### config.mk
export PLATFORM = sky130hd
export DESIGN_NAME = rv_core
export DESIGN_NICKNAME = d
export VERILOG_FILES = /design/src/rv_pkg.sv /design/src/rv_decode_if.sv /design/src/fetch_unit.sv /design/src/decode_unit.sv /design/src/reg_file.sv /design/src/execute_unit.sv /design/src/load_store_unit.sv /design/src/rv_core.sv
export VERILOG_INCLUDE_DIRS = /design/src
export SDC_FILE = /design/constraint.sdc
export NUM_CORES = 2
export LEC_CHECK = 0
export BUFFER_PORTS_ARGS = -buffer_cell sky130_fd_sc_hd__buf_4
export CORE_MARGIN = 3
export CORE_UTILIZATION = 54
export CTS_BUF_LIST = sky130_fd_sc_hd__clkbuf_2
export DETAILED_ROUTE_END_ITERATION = 7
export PLACE_DENSITY = 0.7
export REMOVE_ABC_BUFFERS = 1
export SYNTH_ARGS = -nofsm -noshare
export SYNTH_HDL_FRONTEND = slang
export SYNTH_SLANG_ARGS = --single-unit
### constraint.sdc
create_clock -name clk -period 12.25 [get_ports clk]
set_input_delay 1.8375 -clock clk [delete_from_list [all_inputs] [get_ports clk]]
set_output_delay 1.8375 -clock clk [all_outputs]
set_load 0.01 [all_outputs]
### src/rv_settings.svh
/* rv32i core settings
   widths, reset vector and base opcode values shared by the core */
`ifndef RV_SETTINGS_SVH
`define RV_SETTINGS_SVH

`define RV_XLEN      32
`define RV_REG_COUNT 32
`define RV_RESET_PC  32'h8000_0000

// base opcode map, inst[6:0]
`define RV_OP_OP     7'b0110011
`define RV_OP_OP_IMM 7'b0010011
`define RV_OP_LOAD   7'b0000011
`define RV_OP_STORE  7'b0100011
`define RV_OP_BRANCH 7'b1100011
`define RV_OP_LUI    7'b0110111
`define RV_OP_AUIPC  7'b0010111
`define RV_OP_JAL    7'b1101111
`define RV_OP_JALR   7'b1100111

`endif

### src/rv_pkg.sv
/* rv32i core types
   data words, register numbers, decode enums and instruction format views */
`include "rv_settings.svh"

package rv_pkg;

    typedef logic [`RV_XLEN-1:0] word_t;
    typedef logic [4:0]          reg_idx_t;
    typedef logic [3:0]          byte_mask_t;

    typedef enum logic [2:0] {
        CLASS_R,
        CLASS_I,
        CLASS_S,
        CLASS_B,
        CLASS_U,
        CLASS_J,
        CLASS_NONE     // unsupported opcode
    } inst_class_t;

    typedef enum logic [3:0] {
        ALU_ADD,
        ALU_SUB,
        ALU_SLL,
        ALU_SLT,
        ALU_SLTU,
        ALU_XOR,
        ALU_SRL,
        ALU_SRA,
        ALU_OR,
        ALU_AND
    } alu_op_t;

    typedef struct packed {
        logic [6:0] funct7;
        reg_idx_t   rs2;
        reg_idx_t   rs1;
        logic [2:0] funct3;
        reg_idx_t   rd;
        logic [6:0] opcode;
    } r_fmt_t;

    typedef struct packed {
        logic [11:0] imm;
        reg_idx_t    rs1;
        logic [2:0]  funct3;
        reg_idx_t    rd;
        logic [6:0]  opcode;
    } i_fmt_t;

    typedef struct packed {
        logic [6:0] imm_11_5;
        reg_idx_t   rs2;
        reg_idx_t   rs1;
        logic [2:0] funct3;
        logic [4:0] imm_4_0;
        logic [6:0] opcode;
    } s_fmt_t;

    // branch offset bits scattered around rs1/rs2
    typedef struct packed {
        logic       imm_12;
        logic [5:0] imm_10_5;
        reg_idx_t   rs2;
        reg_idx_t   rs1;
        logic [2:0] funct3;
        logic [3:0] imm_4_1;
        logic       imm_11;
        logic [6:0] opcode;
    } b_fmt_t;

    typedef struct packed {
        logic [19:0] imm_31_12;
        reg_idx_t    rd;
        logic [6:0]  opcode;
    } u_fmt_t;

    typedef struct packed {
        logic       imm_20;
        logic [9:0] imm_10_1;
        logic       imm_11;
        logic [7:0] imm_19_12;
        reg_idx_t   rd;
        logic [6:0] opcode;
    } j_fmt_t;

    // one instruction word, six ways to read it
    typedef union packed {
        r_fmt_t r;
        i_fmt_t i;
        s_fmt_t s;
        b_fmt_t b;
        u_fmt_t u;
        j_fmt_t j;
    } inst_word_u;

endpackage

### src/rv_decode_if.sv
/* decode bus
   decoded control from the decoder to execute and load/store */
interface rv_decode_if;

    rv_pkg::inst_class_t inst_class;
    logic [6:0]          opcode;
    logic [2:0]          funct3;
    rv_pkg::reg_idx_t    rd;
    rv_pkg::reg_idx_t    rs1;
    rv_pkg::reg_idx_t    rs2;
    rv_pkg::word_t       imm;     // already sign extended
    rv_pkg::alu_op_t     alu_op;

    modport decoder (
        output inst_class, opcode, funct3, rd, rs1, rs2, imm, alu_op
    );

    modport exec (
        input inst_class, opcode, funct3, imm, alu_op
    );

    // rd only gates the writeback enable
    modport lsu (
        input inst_class, opcode, funct3, rd
    );

endinterface

### src/fetch_unit.sv
/* fetch unit
   program counter register and next-pc selection */
`include "rv_settings.svh"

module fetch_unit (
    input  logic          clk,
    input  logic          reset,
    input  logic          jump_en,
    input  rv_pkg::word_t jump_target,
    output rv_pkg::word_t pc,
    output rv_pkg::word_t snpc
);

    rv_pkg::word_t dnpc;

    assign snpc = pc + 4;    // sequential successor
    assign dnpc = jump_en ? jump_target : snpc;

    // one instruction retires per edge, no stall
    always_ff @(posedge clk) begin
        if (reset) begin
            pc <= `RV_RESET_PC;
        end else begin
            pc <= dnpc;
        end
    end

endmodule

### src/decode_unit.sv
/* decode unit
   instruction class, immediate assembly and alu operation from one word */
`include "rv_settings.svh"

module decode_unit (
    input rv_pkg::inst_word_u inst,
    rv_decode_if.decoder      dec
);

    logic [6:0] opcode;
    logic       funct7_b5;   // sub / sra select

    assign opcode    = inst.r.opcode;
    assign funct7_b5 = inst.r.funct7[5];

    // register fields sit at the same place in every format
    assign dec.opcode = opcode;
    assign dec.funct3 = inst.r.funct3;
    assign dec.rd     = inst.r.rd;
    assign dec.rs1    = inst.r.rs1;
    assign dec.rs2    = inst.r.rs2;

    always_comb begin
        unique case (opcode)
            `RV_OP_OP:                            dec.inst_class = rv_pkg::CLASS_R;
            `RV_OP_OP_IMM, `RV_OP_LOAD, `RV_OP_JALR: dec.inst_class = rv_pkg::CLASS_I;
            `RV_OP_STORE:                         dec.inst_class = rv_pkg::CLASS_S;
            `RV_OP_BRANCH:                        dec.inst_class = rv_pkg::CLASS_B;
            `RV_OP_LUI, `RV_OP_AUIPC:             dec.inst_class = rv_pkg::CLASS_U;
            `RV_OP_JAL:                           dec.inst_class = rv_pkg::CLASS_J;
            default:                              dec.inst_class = rv_pkg::CLASS_NONE;
        endcase
    end

    // immediates, sign taken from inst[31] in every view
    always_comb begin
        unique case (dec.inst_class)
            rv_pkg::CLASS_I: dec.imm = {{20{inst.i.imm[11]}}, inst.i.imm};
            rv_pkg::CLASS_S: dec.imm = {{20{inst.s.imm_11_5[6]}}, inst.s.imm_11_5, inst.s.imm_4_0};
            rv_pkg::CLASS_B: begin
                dec.imm = {{19{inst.b.imm_12}}, inst.b.imm_12, inst.b.imm_11,
                           inst.b.imm_10_5, inst.b.imm_4_1, 1'b0};
            end
            rv_pkg::CLASS_U: dec.imm = {inst.u.imm_31_12, 12'b0};
            rv_pkg::CLASS_J: begin
                dec.imm = {{11{inst.j.imm_20}}, inst.j.imm_20, inst.j.imm_19_12,
                           inst.j.imm_11, inst.j.imm_10_1, 1'b0};
            end
            default:         dec.imm = '0;
        endcase
    end

    // address and link sums default to add
    always_comb begin
        dec.alu_op = rv_pkg::ALU_ADD;
        if (opcode == `RV_OP_OP || opcode == `RV_OP_OP_IMM) begin
            unique case (inst.r.funct3)
                3'b000: begin
                    // addi has no sub form
                    if (dec.inst_class == rv_pkg::CLASS_R && funct7_b5) begin
                        dec.alu_op = rv_pkg::ALU_SUB;
                    end
                end
                3'b001: dec.alu_op = rv_pkg::ALU_SLL;
                3'b010: dec.alu_op = rv_pkg::ALU_SLT;
                3'b011: dec.alu_op = rv_pkg::ALU_SLTU;
                3'b100: dec.alu_op = rv_pkg::ALU_XOR;
                3'b101: dec.alu_op = funct7_b5 ? rv_pkg::ALU_SRA : rv_pkg::ALU_SRL;
                3'b110: dec.alu_op = rv_pkg::ALU_OR;
                3'b111: dec.alu_op = rv_pkg::ALU_AND;
                default: dec.alu_op = rv_pkg::ALU_ADD;
            endcase
        end
    end

endmodule

### src/reg_file.sv
/* general register file
   32 entries, two combinational reads, x0 hardwired to zero */
`include "rv_settings.svh"

module reg_file (
    input  logic             clk,
    input  logic             reset,
    input  logic             we,
    input  rv_pkg::reg_idx_t waddr,
    input  rv_pkg::reg_idx_t raddr1,
    input  rv_pkg::reg_idx_t raddr2,
    input  rv_pkg::word_t    wdata,
    output rv_pkg::word_t    rdata1,
    output rv_pkg::word_t    rdata2
);

    rv_pkg::word_t regs [`RV_REG_COUNT];

    always_ff @(posedge clk) begin
        if (reset) begin
            for (int i = 0; i < `RV_REG_COUNT; i++) begin
                regs[i] <= '0;
            end
        end else if (we && waddr != '0) begin   // x0 never written
            regs[waddr] <= wdata;
        end
    end

    assign rdata1 = (raddr1 == '0) ? '0 : regs[raddr1];
    assign rdata2 = (raddr2 == '0) ? '0 : regs[raddr2];

endmodule

### src/execute_unit.sv
/* execute unit
   operand selection, alu, branch compare and jump target */
`include "rv_settings.svh"

module execute_unit (
    rv_decode_if.exec     dec,
    input  rv_pkg::word_t rdata1,
    input  rv_pkg::word_t rdata2,
    input  rv_pkg::word_t pc,
    output rv_pkg::word_t alu_result,
    output rv_pkg::word_t jump_target,
    output logic          jump_en
);

    rv_pkg::word_t alu_a;
    rv_pkg::word_t alu_b;
    logic [4:0]    shamt;
    logic          lt_signed;
    logic          lt_unsigned;
    logic          branch_taken;

    // operand select by class
    always_comb begin
        unique case (dec.inst_class)
            rv_pkg::CLASS_R: begin
                alu_a = rdata1;
                alu_b = rdata2;
            end
            rv_pkg::CLASS_I, rv_pkg::CLASS_S: begin
                alu_a = rdata1;
                alu_b = dec.imm;
            end
            rv_pkg::CLASS_U: begin
                alu_a = (dec.opcode == `RV_OP_LUI) ? '0 : pc;  // lui vs auipc
                alu_b = dec.imm;
            end
            rv_pkg::CLASS_J, rv_pkg::CLASS_B: begin
                alu_a = pc;
                alu_b = dec.imm;
            end
            default: begin
                alu_a = rdata1;
                alu_b = rdata2;
            end
        endcase
    end

    assign shamt       = alu_b[4:0];
    assign lt_signed   = $signed(alu_a) < $signed(alu_b);
    assign lt_unsigned = alu_a < alu_b;

    always_comb begin
        unique case (dec.alu_op)
            rv_pkg::ALU_ADD:  alu_result = alu_a + alu_b;
            rv_pkg::ALU_SUB:  alu_result = alu_a - alu_b;
            rv_pkg::ALU_SLL:  alu_result = alu_a << shamt;
            rv_pkg::ALU_SLT:  alu_result = {{(`RV_XLEN-1){1'b0}}, lt_signed};
            rv_pkg::ALU_SLTU: alu_result = {{(`RV_XLEN-1){1'b0}}, lt_unsigned};
            rv_pkg::ALU_XOR:  alu_result = alu_a ^ alu_b;
            rv_pkg::ALU_SRL:  alu_result = alu_a >> shamt;
            rv_pkg::ALU_SRA:  alu_result = rv_pkg::word_t'($signed(alu_a) >>> shamt);
            rv_pkg::ALU_OR:   alu_result = alu_a | alu_b;
            rv_pkg::ALU_AND:  alu_result = alu_a & alu_b;
            default:          alu_result = alu_a + alu_b;
        endcase
    end

    // branch condition on the register operands, not the alu inputs
    always_comb begin
        unique case (dec.funct3)
            3'b000:  branch_taken = (rdata1 == rdata2);                    // beq
            3'b001:  branch_taken = (rdata1 != rdata2);                    // bne
            3'b100:  branch_taken = ($signed(rdata1) < $signed(rdata2));   // blt
            3'b101:  branch_taken = ($signed(rdata1) >= $signed(rdata2));  // bge
            3'b110:  branch_taken = (rdata1 < rdata2);                     // bltu
            3'b111:  branch_taken = (rdata1 >= rdata2);                    // bgeu
            default: branch_taken = 1'b0;
        endcase
    end

    always_comb begin
        jump_en     = 1'b0;
        jump_target = alu_result;   // pc + imm for jal and branches
        unique case (dec.inst_class)
            rv_pkg::CLASS_J: jump_en = 1'b1;
            rv_pkg::CLASS_B: jump_en = branch_taken;
            rv_pkg::CLASS_I: begin
                if (dec.opcode == `RV_OP_JALR) begin
                    jump_en     = 1'b1;
                    jump_target = {alu_result[`RV_XLEN-1:1], 1'b0};
                end
            end
            default: ;
        endcase
    end

endmodule

### src/load_store_unit.sv
/* load/store unit
   data memory access, load extension and writeback value selection */
`include "rv_settings.svh"

module load_store_unit (
    input  logic               reset,
    rv_decode_if.lsu           dec,
    input  rv_pkg::word_t      alu_result,
    input  rv_pkg::word_t      rdata2,
    input  rv_pkg::word_t      snpc,
    input  rv_pkg::word_t      dmem_rdata,
    output rv_pkg::word_t      dmem_addr,
    output rv_pkg::word_t      dmem_wdata,
    output rv_pkg::word_t      rd_wdata,
    output rv_pkg::byte_mask_t dmem_wmask,
    output logic               dmem_we,
    output logic               dmem_re,
    output logic               rd_we
);

    logic          is_load;
    logic          is_store;
    logic          load_ok;    // funct3 names a real load
    logic          wb_en;
    rv_pkg::word_t load_data;

    assign is_load  = (dec.inst_class == rv_pkg::CLASS_I) && (dec.opcode == `RV_OP_LOAD);
    assign is_store = (dec.inst_class == rv_pkg::CLASS_S) && (dec.opcode == `RV_OP_STORE);

    assign dmem_addr  = alu_result;
    assign dmem_wdata = rdata2;    // unshifted, mask picks the low bytes

    always_comb begin
        unique case (dec.funct3)
            3'b000:  dmem_wmask = 4'b0001;   // sb
            3'b001:  dmem_wmask = 4'b0011;   // sh
            3'b010:  dmem_wmask = 4'b1111;   // sw
            default: dmem_wmask = 4'b0000;
        endcase
    end

    assign dmem_we = !reset && is_store && (dmem_wmask != '0);
    assign dmem_re = !reset && is_load && load_ok;

    always_comb begin
        load_ok = 1'b1;
        unique case (dec.funct3)
            3'b000:  load_data = {{24{dmem_rdata[7]}}, dmem_rdata[7:0]};
            3'b001:  load_data = {{16{dmem_rdata[15]}}, dmem_rdata[15:0]};
            3'b010:  load_data = dmem_rdata;
            3'b100:  load_data = {24'b0, dmem_rdata[7:0]};
            3'b101:  load_data = {16'b0, dmem_rdata[15:0]};
            default: begin
                load_data = '0;
                load_ok   = 1'b0;
            end
        endcase
    end

    always_comb begin
        rd_wdata = alu_result;
        wb_en    = 1'b0;
        unique case (dec.inst_class)
            rv_pkg::CLASS_R: wb_en = 1'b1;
            rv_pkg::CLASS_I: begin
                if (is_load) begin
                    rd_wdata = load_data;
                    wb_en    = load_ok;
                end else if (dec.opcode == `RV_OP_JALR) begin
                    rd_wdata = snpc;     // link
                    wb_en    = 1'b1;
                end else begin
                    wb_en = (dec.opcode == `RV_OP_OP_IMM);
                end
            end
            rv_pkg::CLASS_U: wb_en = 1'b1;
            rv_pkg::CLASS_J: begin
                rd_wdata = snpc;
                wb_en    = 1'b1;
            end
            default: ;   // b, s and unsupported write nothing
        endcase
    end

    assign rd_we = !reset && wb_en && (dec.rd != '0);

endmodule

### src/rv_core.sv
/* single-cycle rv32i core
   fetch, decode, register file, execute and load/store in one cycle */
module rv_core (
    input  logic               clk,
    input  logic               reset,
    output rv_pkg::word_t      imem_addr,
    input  rv_pkg::word_t      imem_rdata,
    output rv_pkg::word_t      dmem_addr,
    output rv_pkg::word_t      dmem_wdata,
    output rv_pkg::byte_mask_t dmem_wmask,
    output logic               dmem_we,
    output logic               dmem_re,
    input  rv_pkg::word_t      dmem_rdata
);

    rv_pkg::word_t      pc;
    rv_pkg::word_t      snpc;
    rv_pkg::word_t      jump_target;
    logic               jump_en;
    rv_pkg::inst_word_u inst;
    rv_pkg::word_t      rdata1;
    rv_pkg::word_t      rdata2;
    rv_pkg::word_t      alu_result;
    rv_pkg::word_t      rd_wdata;
    logic               rd_we;

    rv_decode_if dec_bus ();

    assign imem_addr = pc;
    assign inst      = imem_rdata;   // same-cycle instruction read

    fetch_unit u_fetch (
        .clk         (clk),
        .reset       (reset),
        .jump_en     (jump_en),
        .jump_target (jump_target),
        .pc          (pc),
        .snpc        (snpc)
    );

    decode_unit u_decode (
        .inst (inst),
        .dec  (dec_bus.decoder)
    );

    reg_file u_regs (
        .clk    (clk),
        .reset  (reset),
        .we     (rd_we),
        .waddr  (dec_bus.rd),
        .raddr1 (dec_bus.rs1),
        .raddr2 (dec_bus.rs2),
        .wdata  (rd_wdata),
        .rdata1 (rdata1),
        .rdata2 (rdata2)
    );

    execute_unit u_execute (
        .dec         (dec_bus.exec),
        .rdata1      (rdata1),
        .rdata2      (rdata2),
        .pc          (pc),
        .alu_result  (alu_result),
        .jump_target (jump_target),
        .jump_en     (jump_en)
    );

    load_store_unit u_lsu (
        .reset      (reset),
        .dec        (dec_bus.lsu),
        .alu_result (alu_result),
        .rdata2     (rdata2),
        .snpc       (snpc),
        .dmem_rdata (dmem_rdata),
        .dmem_addr  (dmem_addr),
        .dmem_wdata (dmem_wdata),
        .rd_wdata   (rd_wdata),
        .dmem_wmask (dmem_wmask),
        .dmem_we    (dmem_we),
        .dmem_re    (dmem_re),
        .rd_we      (rd_we)
    );

endmodule

=== Word-level counts from Yosys, hierarchy flattened ===
Memories as Yosys holds them, arrays and structs flattened.
Cells that the tools add are included.
W data, S select, Z words.

* Bits in registers: 32
* RAM bits: 1024
* Input bits: 66
* Output and inout bits: 102
* Word-level logic and storage cells: 109
* Memories kept: 1

{| class="wikitable"
|+ Memories
! name !! words !! bits a word !! read ports !! clocked after memory_dff !! write ports !! RTL line !! RTL
|-
| u_regs.regs || 32 || 32 || 2 || 0 || 32 || reg_file.sv:17 || <nowiki>rv_pkg::word_t regs [`RV_REG_COUNT];</nowiki>
|}

* Add/sub/neg operators: 3
* Magnitude comparators: 6
* Eq/ne operators: 32
* Shift-type cells: 3
* Multiplexer cells: 35
* Bitwise gates (word level): 3
* Reductions and logical operators: 25

{| class="wikitable"
|+ Operators by type and width
! kind !! number
|-
| $pmux W32 S5 || 2
|-
| $pmux W32 S9 || 1
|-
| $mux W32 || 8
|-
| $lt A32 B32 Y1 || 4
|-
| $pmux W32 S2 || 2
|-
| $ge A32 B32 Y1 || 2
|-
| $add A32 B3 Y32 const B || 1
|-
| $add A32 B32 Y32 || 1
|-
| $and A32 B32 Y32 || 1
|-
| $eq A32 B32 Y1 || 1
|-
| $ne A32 B32 Y1 || 1
|-
| $or A32 B32 Y32 || 1
|-
| $pmux W4 S8 || 1
|-
| $reduce_or A32 Y1 || 1
|-
| $shl A32 B5 Y32 || 1
|-
| $shr A32 B5 Y32 || 1
|-
| $sshr A32 B5 Y32 || 1
|-
| $sub A32 B32 Y32 || 1
|-
| $xor A32 B32 Y32 || 1
|-
| $eq A7 B6 Y1 const B || 3
|-
| $eq A7 B7 Y1 const B || 3
|-
| $eq A3 B3 Y1 const B || 6
|-
| $pmux W3 S6 || 1
|-
| $eq A4 B3 Y1 const B || 4
|-
| 24 further kinds || 58
|}

=== Logic depth before layout (Yosys ltp) ===
* Depth in word-level cells: 15
* Depth in mapped cells: 31
* Gate-level depth less buffers: 26

=== By module ===
A second synthesis with hierarchy kept.

* Cell total of the unflattened synthesis: 5815
* Area, all modules: 70425.0 um^2

{| class="wikitable"
|+ Modules (own cells, without submodules)
! module !! times used !! cells each !! area each (um^2) !! sequential area each (um^2)
|-
| reg_file || 1 || 3502 || 54253.3 || 30749.5
|-
| execute_unit || 1 || 1605 || 11060.6 || 0.0
|-
| load_store_unit || 1 || 331 || 2203.4 || 0.0
|-
| fetch_unit || 1 || 241 || 1994.4 || 640.6
|-
| decode_unit || 1 || 136 || 913.4 || 0.0
|}

=== Least setup slack after synthesis ===
Ideal clock, no wire load.

* Path kind: input port to output port
* From: input imem_rdata[20]
* To: output dmem_addr[30]
* Arrival time: 8.213 ns
* Required time: 10.412 ns
* Slack: 2.200 ns
* Stages on the path: 28
* Buffers on the path: 9
* Path through: buf_4 -> buf_6 -> buf_6 -> buf_4 -> buf_4 -> buf_4 -> clkbuf_1 -> buf_1 -> mux4_2 -> mux4_2 -> nand2_1 -> nand2_1 -> nand2_1 -> inv_1 -> a21boi_0 -> ha_1 -> clkbuf_1 -> a21o_1 -> a211o_1 -> nor3_1 -> a21oi_1 -> o21ai_0 -> o21ai_0 -> a221o_1 -> or3_1 -> o32ai_1 -> a221oi_1 -> and2_1

* Word-level cells in the longest chain between the ends: 5
* Elaborated cells between the ends (all ways): 14
* Classes of those cells: add/sub: 2; shift: 3; mux: 4; bitwise: 3; reduce/logical: 1; memory: 1

{| class="wikitable"
|+ RTL lines
! element !! RTL line !! RTL
|-
| start: declaration || rv_core.sv:7 || <nowiki>input rv_pkg::word_t imem_rdata,</nowiki>
|-
| $mem_v2 Z32 W32 or $logic_not A5 Y1 (tied branches) || -- ||
|-
| $mux W32 * || reg_file.sv:30 || <nowiki>assign rdata2 = (raddr2 == '0) ? '0 : regs[raddr2];</nowiki>
|-
| named net dmem_wdata[11] || rv_core.sv:9 || <nowiki>output rv_pkg::word_t dmem_wdata,</nowiki>
|-
| $mux W32 * || execute_unit.sv:24 || <nowiki>unique case (dec.inst_class)</nowiki>
|-
| $add A32 B32 Y32 or $sub A32 B32 Y32 (tied branches) || execute_unit.sv:54, execute_unit.sv:64, execute_unit.sv:55 ||
|-
| $pmux W32 S9 * || execute_unit.sv:53 || <nowiki>unique case (dec.alu_op)</nowiki>
|-
| end: declaration || rv_core.sv:8 || <nowiki>output rv_pkg::word_t dmem_addr,</nowiki>
|}

The timed path passes the listed nets; every way through them passes the cells marked *.

=== Worst setup path in the final report ===
* From: input imem_rdata[4]
* To: output dmem_addr[30]

* Word-level cells in the longest chain between the ends: 10
* Elaborated cells between the ends (all ways): 47
* Classes of those cells: add/sub: 2; eq/ne: 23; shift: 3; mux: 9; bitwise: 3; reduce/logical: 7

{| class="wikitable"
|+ RTL lines
! element !! RTL line
|-
| branches (longest 9 deep; another with $add A32 B32 Y32) || --
|-
| $pmux W32 S9 * || execute_unit.sv:53
|}

Mark *: on every way between the ends.

==> impl_metrics.json <==
{
  "status": "finished, violations left",
  "failed_checks": "design-rule violations",
  "drt_iter0_drc": 9178,
  "regArea_sq_um": 31400,
  "finalCritPeriodShare": 0.917,
  "ir_drop_mv": 0.0917,
  "cts-hold-fix-buffers": 0,
  "worstPathRequired_ns": 10.41,
  "post-dp-hpwl_um": 188000,
  "synth_flop_cell": "edfxtp_1",
  "track_usage": 0.434,
  "synth-seq-cells": 1056,
  "cts_tree": "done",
  "syn-cell-area_sq_um": 66300,
  "grt_pass1_vias": 54300,
  "p_per_area_nw_per_um2": 136,
  "pre_cts_slack_ns": 1.27,
  "cts_setup_buffers": 0,
  "global_route.overflow_total": 0,
  "ys_seq_area_frac": 0.474,
  "cp_cell_sequence": "buf_4 -> and4b_1 -> o21a_1 -> inv_1 -> ha_1 -> a32oi_1 -> nand2_1 -> o31ai_4 -> buf_4 -> a22o_1 -> ha_1 -> inv_1 -> nor2_1 -> a211oi_1 -> o2111ai_1 -> o21ai_0 -> o21ai_0 -> a221o_1 -> nand2_1 -> nor3_1 -> a311oi_1 -> and2_1 -> buf_4",
  "seq_power_share": 0.426,
  "clock-sinks": 1056,
  "die_area_sq_um": 127000,
  "slew_headroom": 0.143,
  "placed_cells": 7317,
  "cts.repair.resized": 0,
  "grt_max_degree": 88,
  "io_pins": 168,
  "cts_root_buf": "clkbuf_2",
  "postSynthAreaPerCell_sq_um": 11.4,
  "multi_input_area_sq_um": 32500,
  "die_x_um": 356,
  "drc": 1,
  "place_congestion": 1.06,
  "synth_cell_type_count": 97,
  "mostFrequentLayoutCell": "nor2_1",
  "rsz0062_at_grt": "no",
  "num-fill-cells": 10000,
  "layout_common_cells": "1207 x nor2_1, 1024 x edfxtp_1, 435 x mux4_2",
  "first_pass_iters": 8,
  "setup_tns_ns": 0,
  "grt_first_pass_wirelength_um": 390000,
  "yosysWarnings": 0,
  "path_buf_inv": 5,
  "hp-class": "reg -> reg",
  "final_cells": 7789,
  "placed_area_sq_um": 69500,
  "clock_latency_ns": 1.73,
  "path_delay_family": "compound AO/OA/AOI/OAI gates",
  "cp_slowest_cell": "o31ai_4",
  "syn_to_final_growth_pct": 8.44,
  "critPathMostFrequentCell": "buf_4",
  "via_per_inst": 7.17,
  "p_leak_nw": 27.3,
  "synthArstFlopShare": 0,
  "die_h_um": 356,
  "period_needed_ns": 11.23,
  "clock_skew_ns": 0.257,
  "start_util": 0.548,
  "swShare": 0.390,
  "critPathCaptureType": "primary output",
  "clk_pin_slew_worst_paths_ns": 0.09,
  "clockBufferDepth": 4,
  "p_int_mw": 5.95,
  "slew_viol_final": 0,
  "power.switching_mw": 3.80,
  "cp.arrival_ns": 9.39,
  "synth_edf_count": 1024,
  "maxCapViolations": 0,
  "worst_path_largest_cell_delay_ns": 0.79,
  "setup_ws_ns": 1.02,
  "wl_per_cell_um": 35.8,
  "startpoint_type": "primary input",
  "hold_viol": 0,
  "combPwrFrac": 0.325,
  "antenna_found_initial": 9,
  "cts_buffers": 294,
  "fin_area_sq_um": 71900,
  "ctsHtreeMaxLevel": 5,
  "path_class": "in -> out",
  "port_buffers": 167,
  "worst_slew_pin_slew_ns": 1.29,
  "core-area_sq_um": 121000,
  "num_rows": 127,
  "syn_inst": 5836,
  "drtAntennaViolNets": 0,
  "drive_gt1_frac": 0.233,
  "worst-path-max-fanout": 17,
  "routed_wl_um": 279000,
  "fmax_mhz": 89.1,
  "clockPowerShare": 0.249,
  "setup_violations": 0,
  "fin_nets": 6201,
  "route.vias.total": 55900
}
==> routing by layer <==
layer  GRT usage  vias to the layer above  part of all wire
met5           0                        -           0.00011
met4       0.274                        6             0.076
met3       0.146                     1161              0.15
met2       0.647                     5080              0.44
met1       0.547                    27200              0.34
li1            -                    22400                 -
==> path summary, 6_finish.rpt <==
check / start / to / slack, ns / cells after the start
worst min-delay path: u_fetch.pc[1] / u_fetch.pc[1] / 0.56 / 2
worst max register to register: u_regs.regs[28][8] / u_regs.regs[27][30] / 4.33 / 19
worst min register to register: u_fetch.pc[1] / u_fetch.pc[1] / 0.56 / 2
worst max-delay path: imem_rdata[4] / dmem_addr[30] / 1.02 / 23
==> sequential cells by signal (all words and copies together), names as in the netlist <==
name	count
u_fetch.pc	32
u_regs.regs	1024
==> cell type report <==
class                      instances  area share
multi-input combinational       4125       0.453
sequential                      1056       0.437
timing repair buffer             379      0.0424
clock buffer                     415      0.0289
tap                             1612      0.0281
inverter                         145     0.00778
clock inverter                    48     0.00303
antenna                            9    0.000313
==> Yosys cell counts, types with 16 or more instances <==
| cell type | count | area, sq um |
|---|---|---|
| a211oi_1 | 34 | 255 |
| a21o_1 | 35 | 263 |
| a21oi_1 | 215 | 1080 |
| a221oi_1 | 28 | 245 |
| a22o_1 | 23 | 201 |
| a22oi_1 | 172 | 1290 |
| a31oi_1 | 27 | 169 |
| and2_1 | 57 | 357 |
| and3_1 | 27 | 169 |
| buf_1 | 37 | 139 |
| buf_2 | 127 | 636 |
| buf_4 | 23 | 173 |
| clkbuf_1 | 341 | 1280 |
| dfxtp_1 | 32 | 641 |
| edfxtp_1 | 1024 | 30700 |
| ha_1 | 132 | 1650 |
| inv_1 | 141 | 529 |
| mux2_2 | 37 | 417 |
| mux2i_1 | 426 | 4260 |
| mux4_2 | 435 | 9800 |
| nand2_1 | 371 | 1390 |
| nand2b_1 | 52 | 325 |
| nand3_1 | 114 | 571 |
| nand4_1 | 46 | 288 |
| nor2_1 | 1214 | 4560 |
| nor2_2 | 30 | 188 |
| nor2b_1 | 23 | 144 |
| nor3_1 | 44 | 220 |
| o211ai_1 | 22 | 165 |
| o21ai_0 | 154 | 771 |
| o221ai_1 | 16 | 140 |
| o22ai_1 | 45 | 282 |
| or3_1 | 19 | 119 |
| xnor2_1 | 36 | 315 |
| xor2_1 | 21 | 184 |
==> power by group through the flow <==
stage,sequential (mW),combinational [mW],clock (mW)
3_5_place_dp,4.23,3.04,0
5_1_grt,4.16,3.27,2.62
4_1_cts,4.15,3.05,2.44
3_3_place_gp,4.22,3.04,0
2_1_floorplan,4.20,1.65,0
6_report,4.15,3.17,2.42
==> worst reg2reg max path, delay by kind of cell, from the launching register on <==
family | cells | cell delay [ns]
AO/OA/AOI/OAI | 10 | 4.40
AND/OR/NAND/NOR | 5 | 1.45
adder cells (fa/ha/maj) | 1 | 0.53
multiplexers | 1 | 0.51
flip-flops | 1 | 0.43
buffers and inverters | 2 | 0.27
==> cell families after synthesis <==
family / synth area share
flip-flops: 0.474
AO/OA/AOI/OAI: 0.0985
other: 0.0000566
AND/OR/NAND/NOR: 0.132
buffers and inverters: 0.0444
adder cells (fa/ha/maj): 0.0255
multiplexers: 0.218
XOR/XNOR: 0.00753
==> metrics by stage <==
| step | util | hold WS (ns) | power (mW) |
|---|---|---|---|
| after floorplan | - | 0.495 | 5.86 |
| after global placement | 0.575 | 0.526 | 7.25 |
| after detailed placement | 0.575 | 0.540 | 7.27 |
| after CTS | 0.594 | 0.539 | 9.63 |
| after global routing | 0.594 | 0.577 | 10.1 |
| final | 0.594 | 0.558 | 9.75 |
Power figures use the tool's default switching activity.
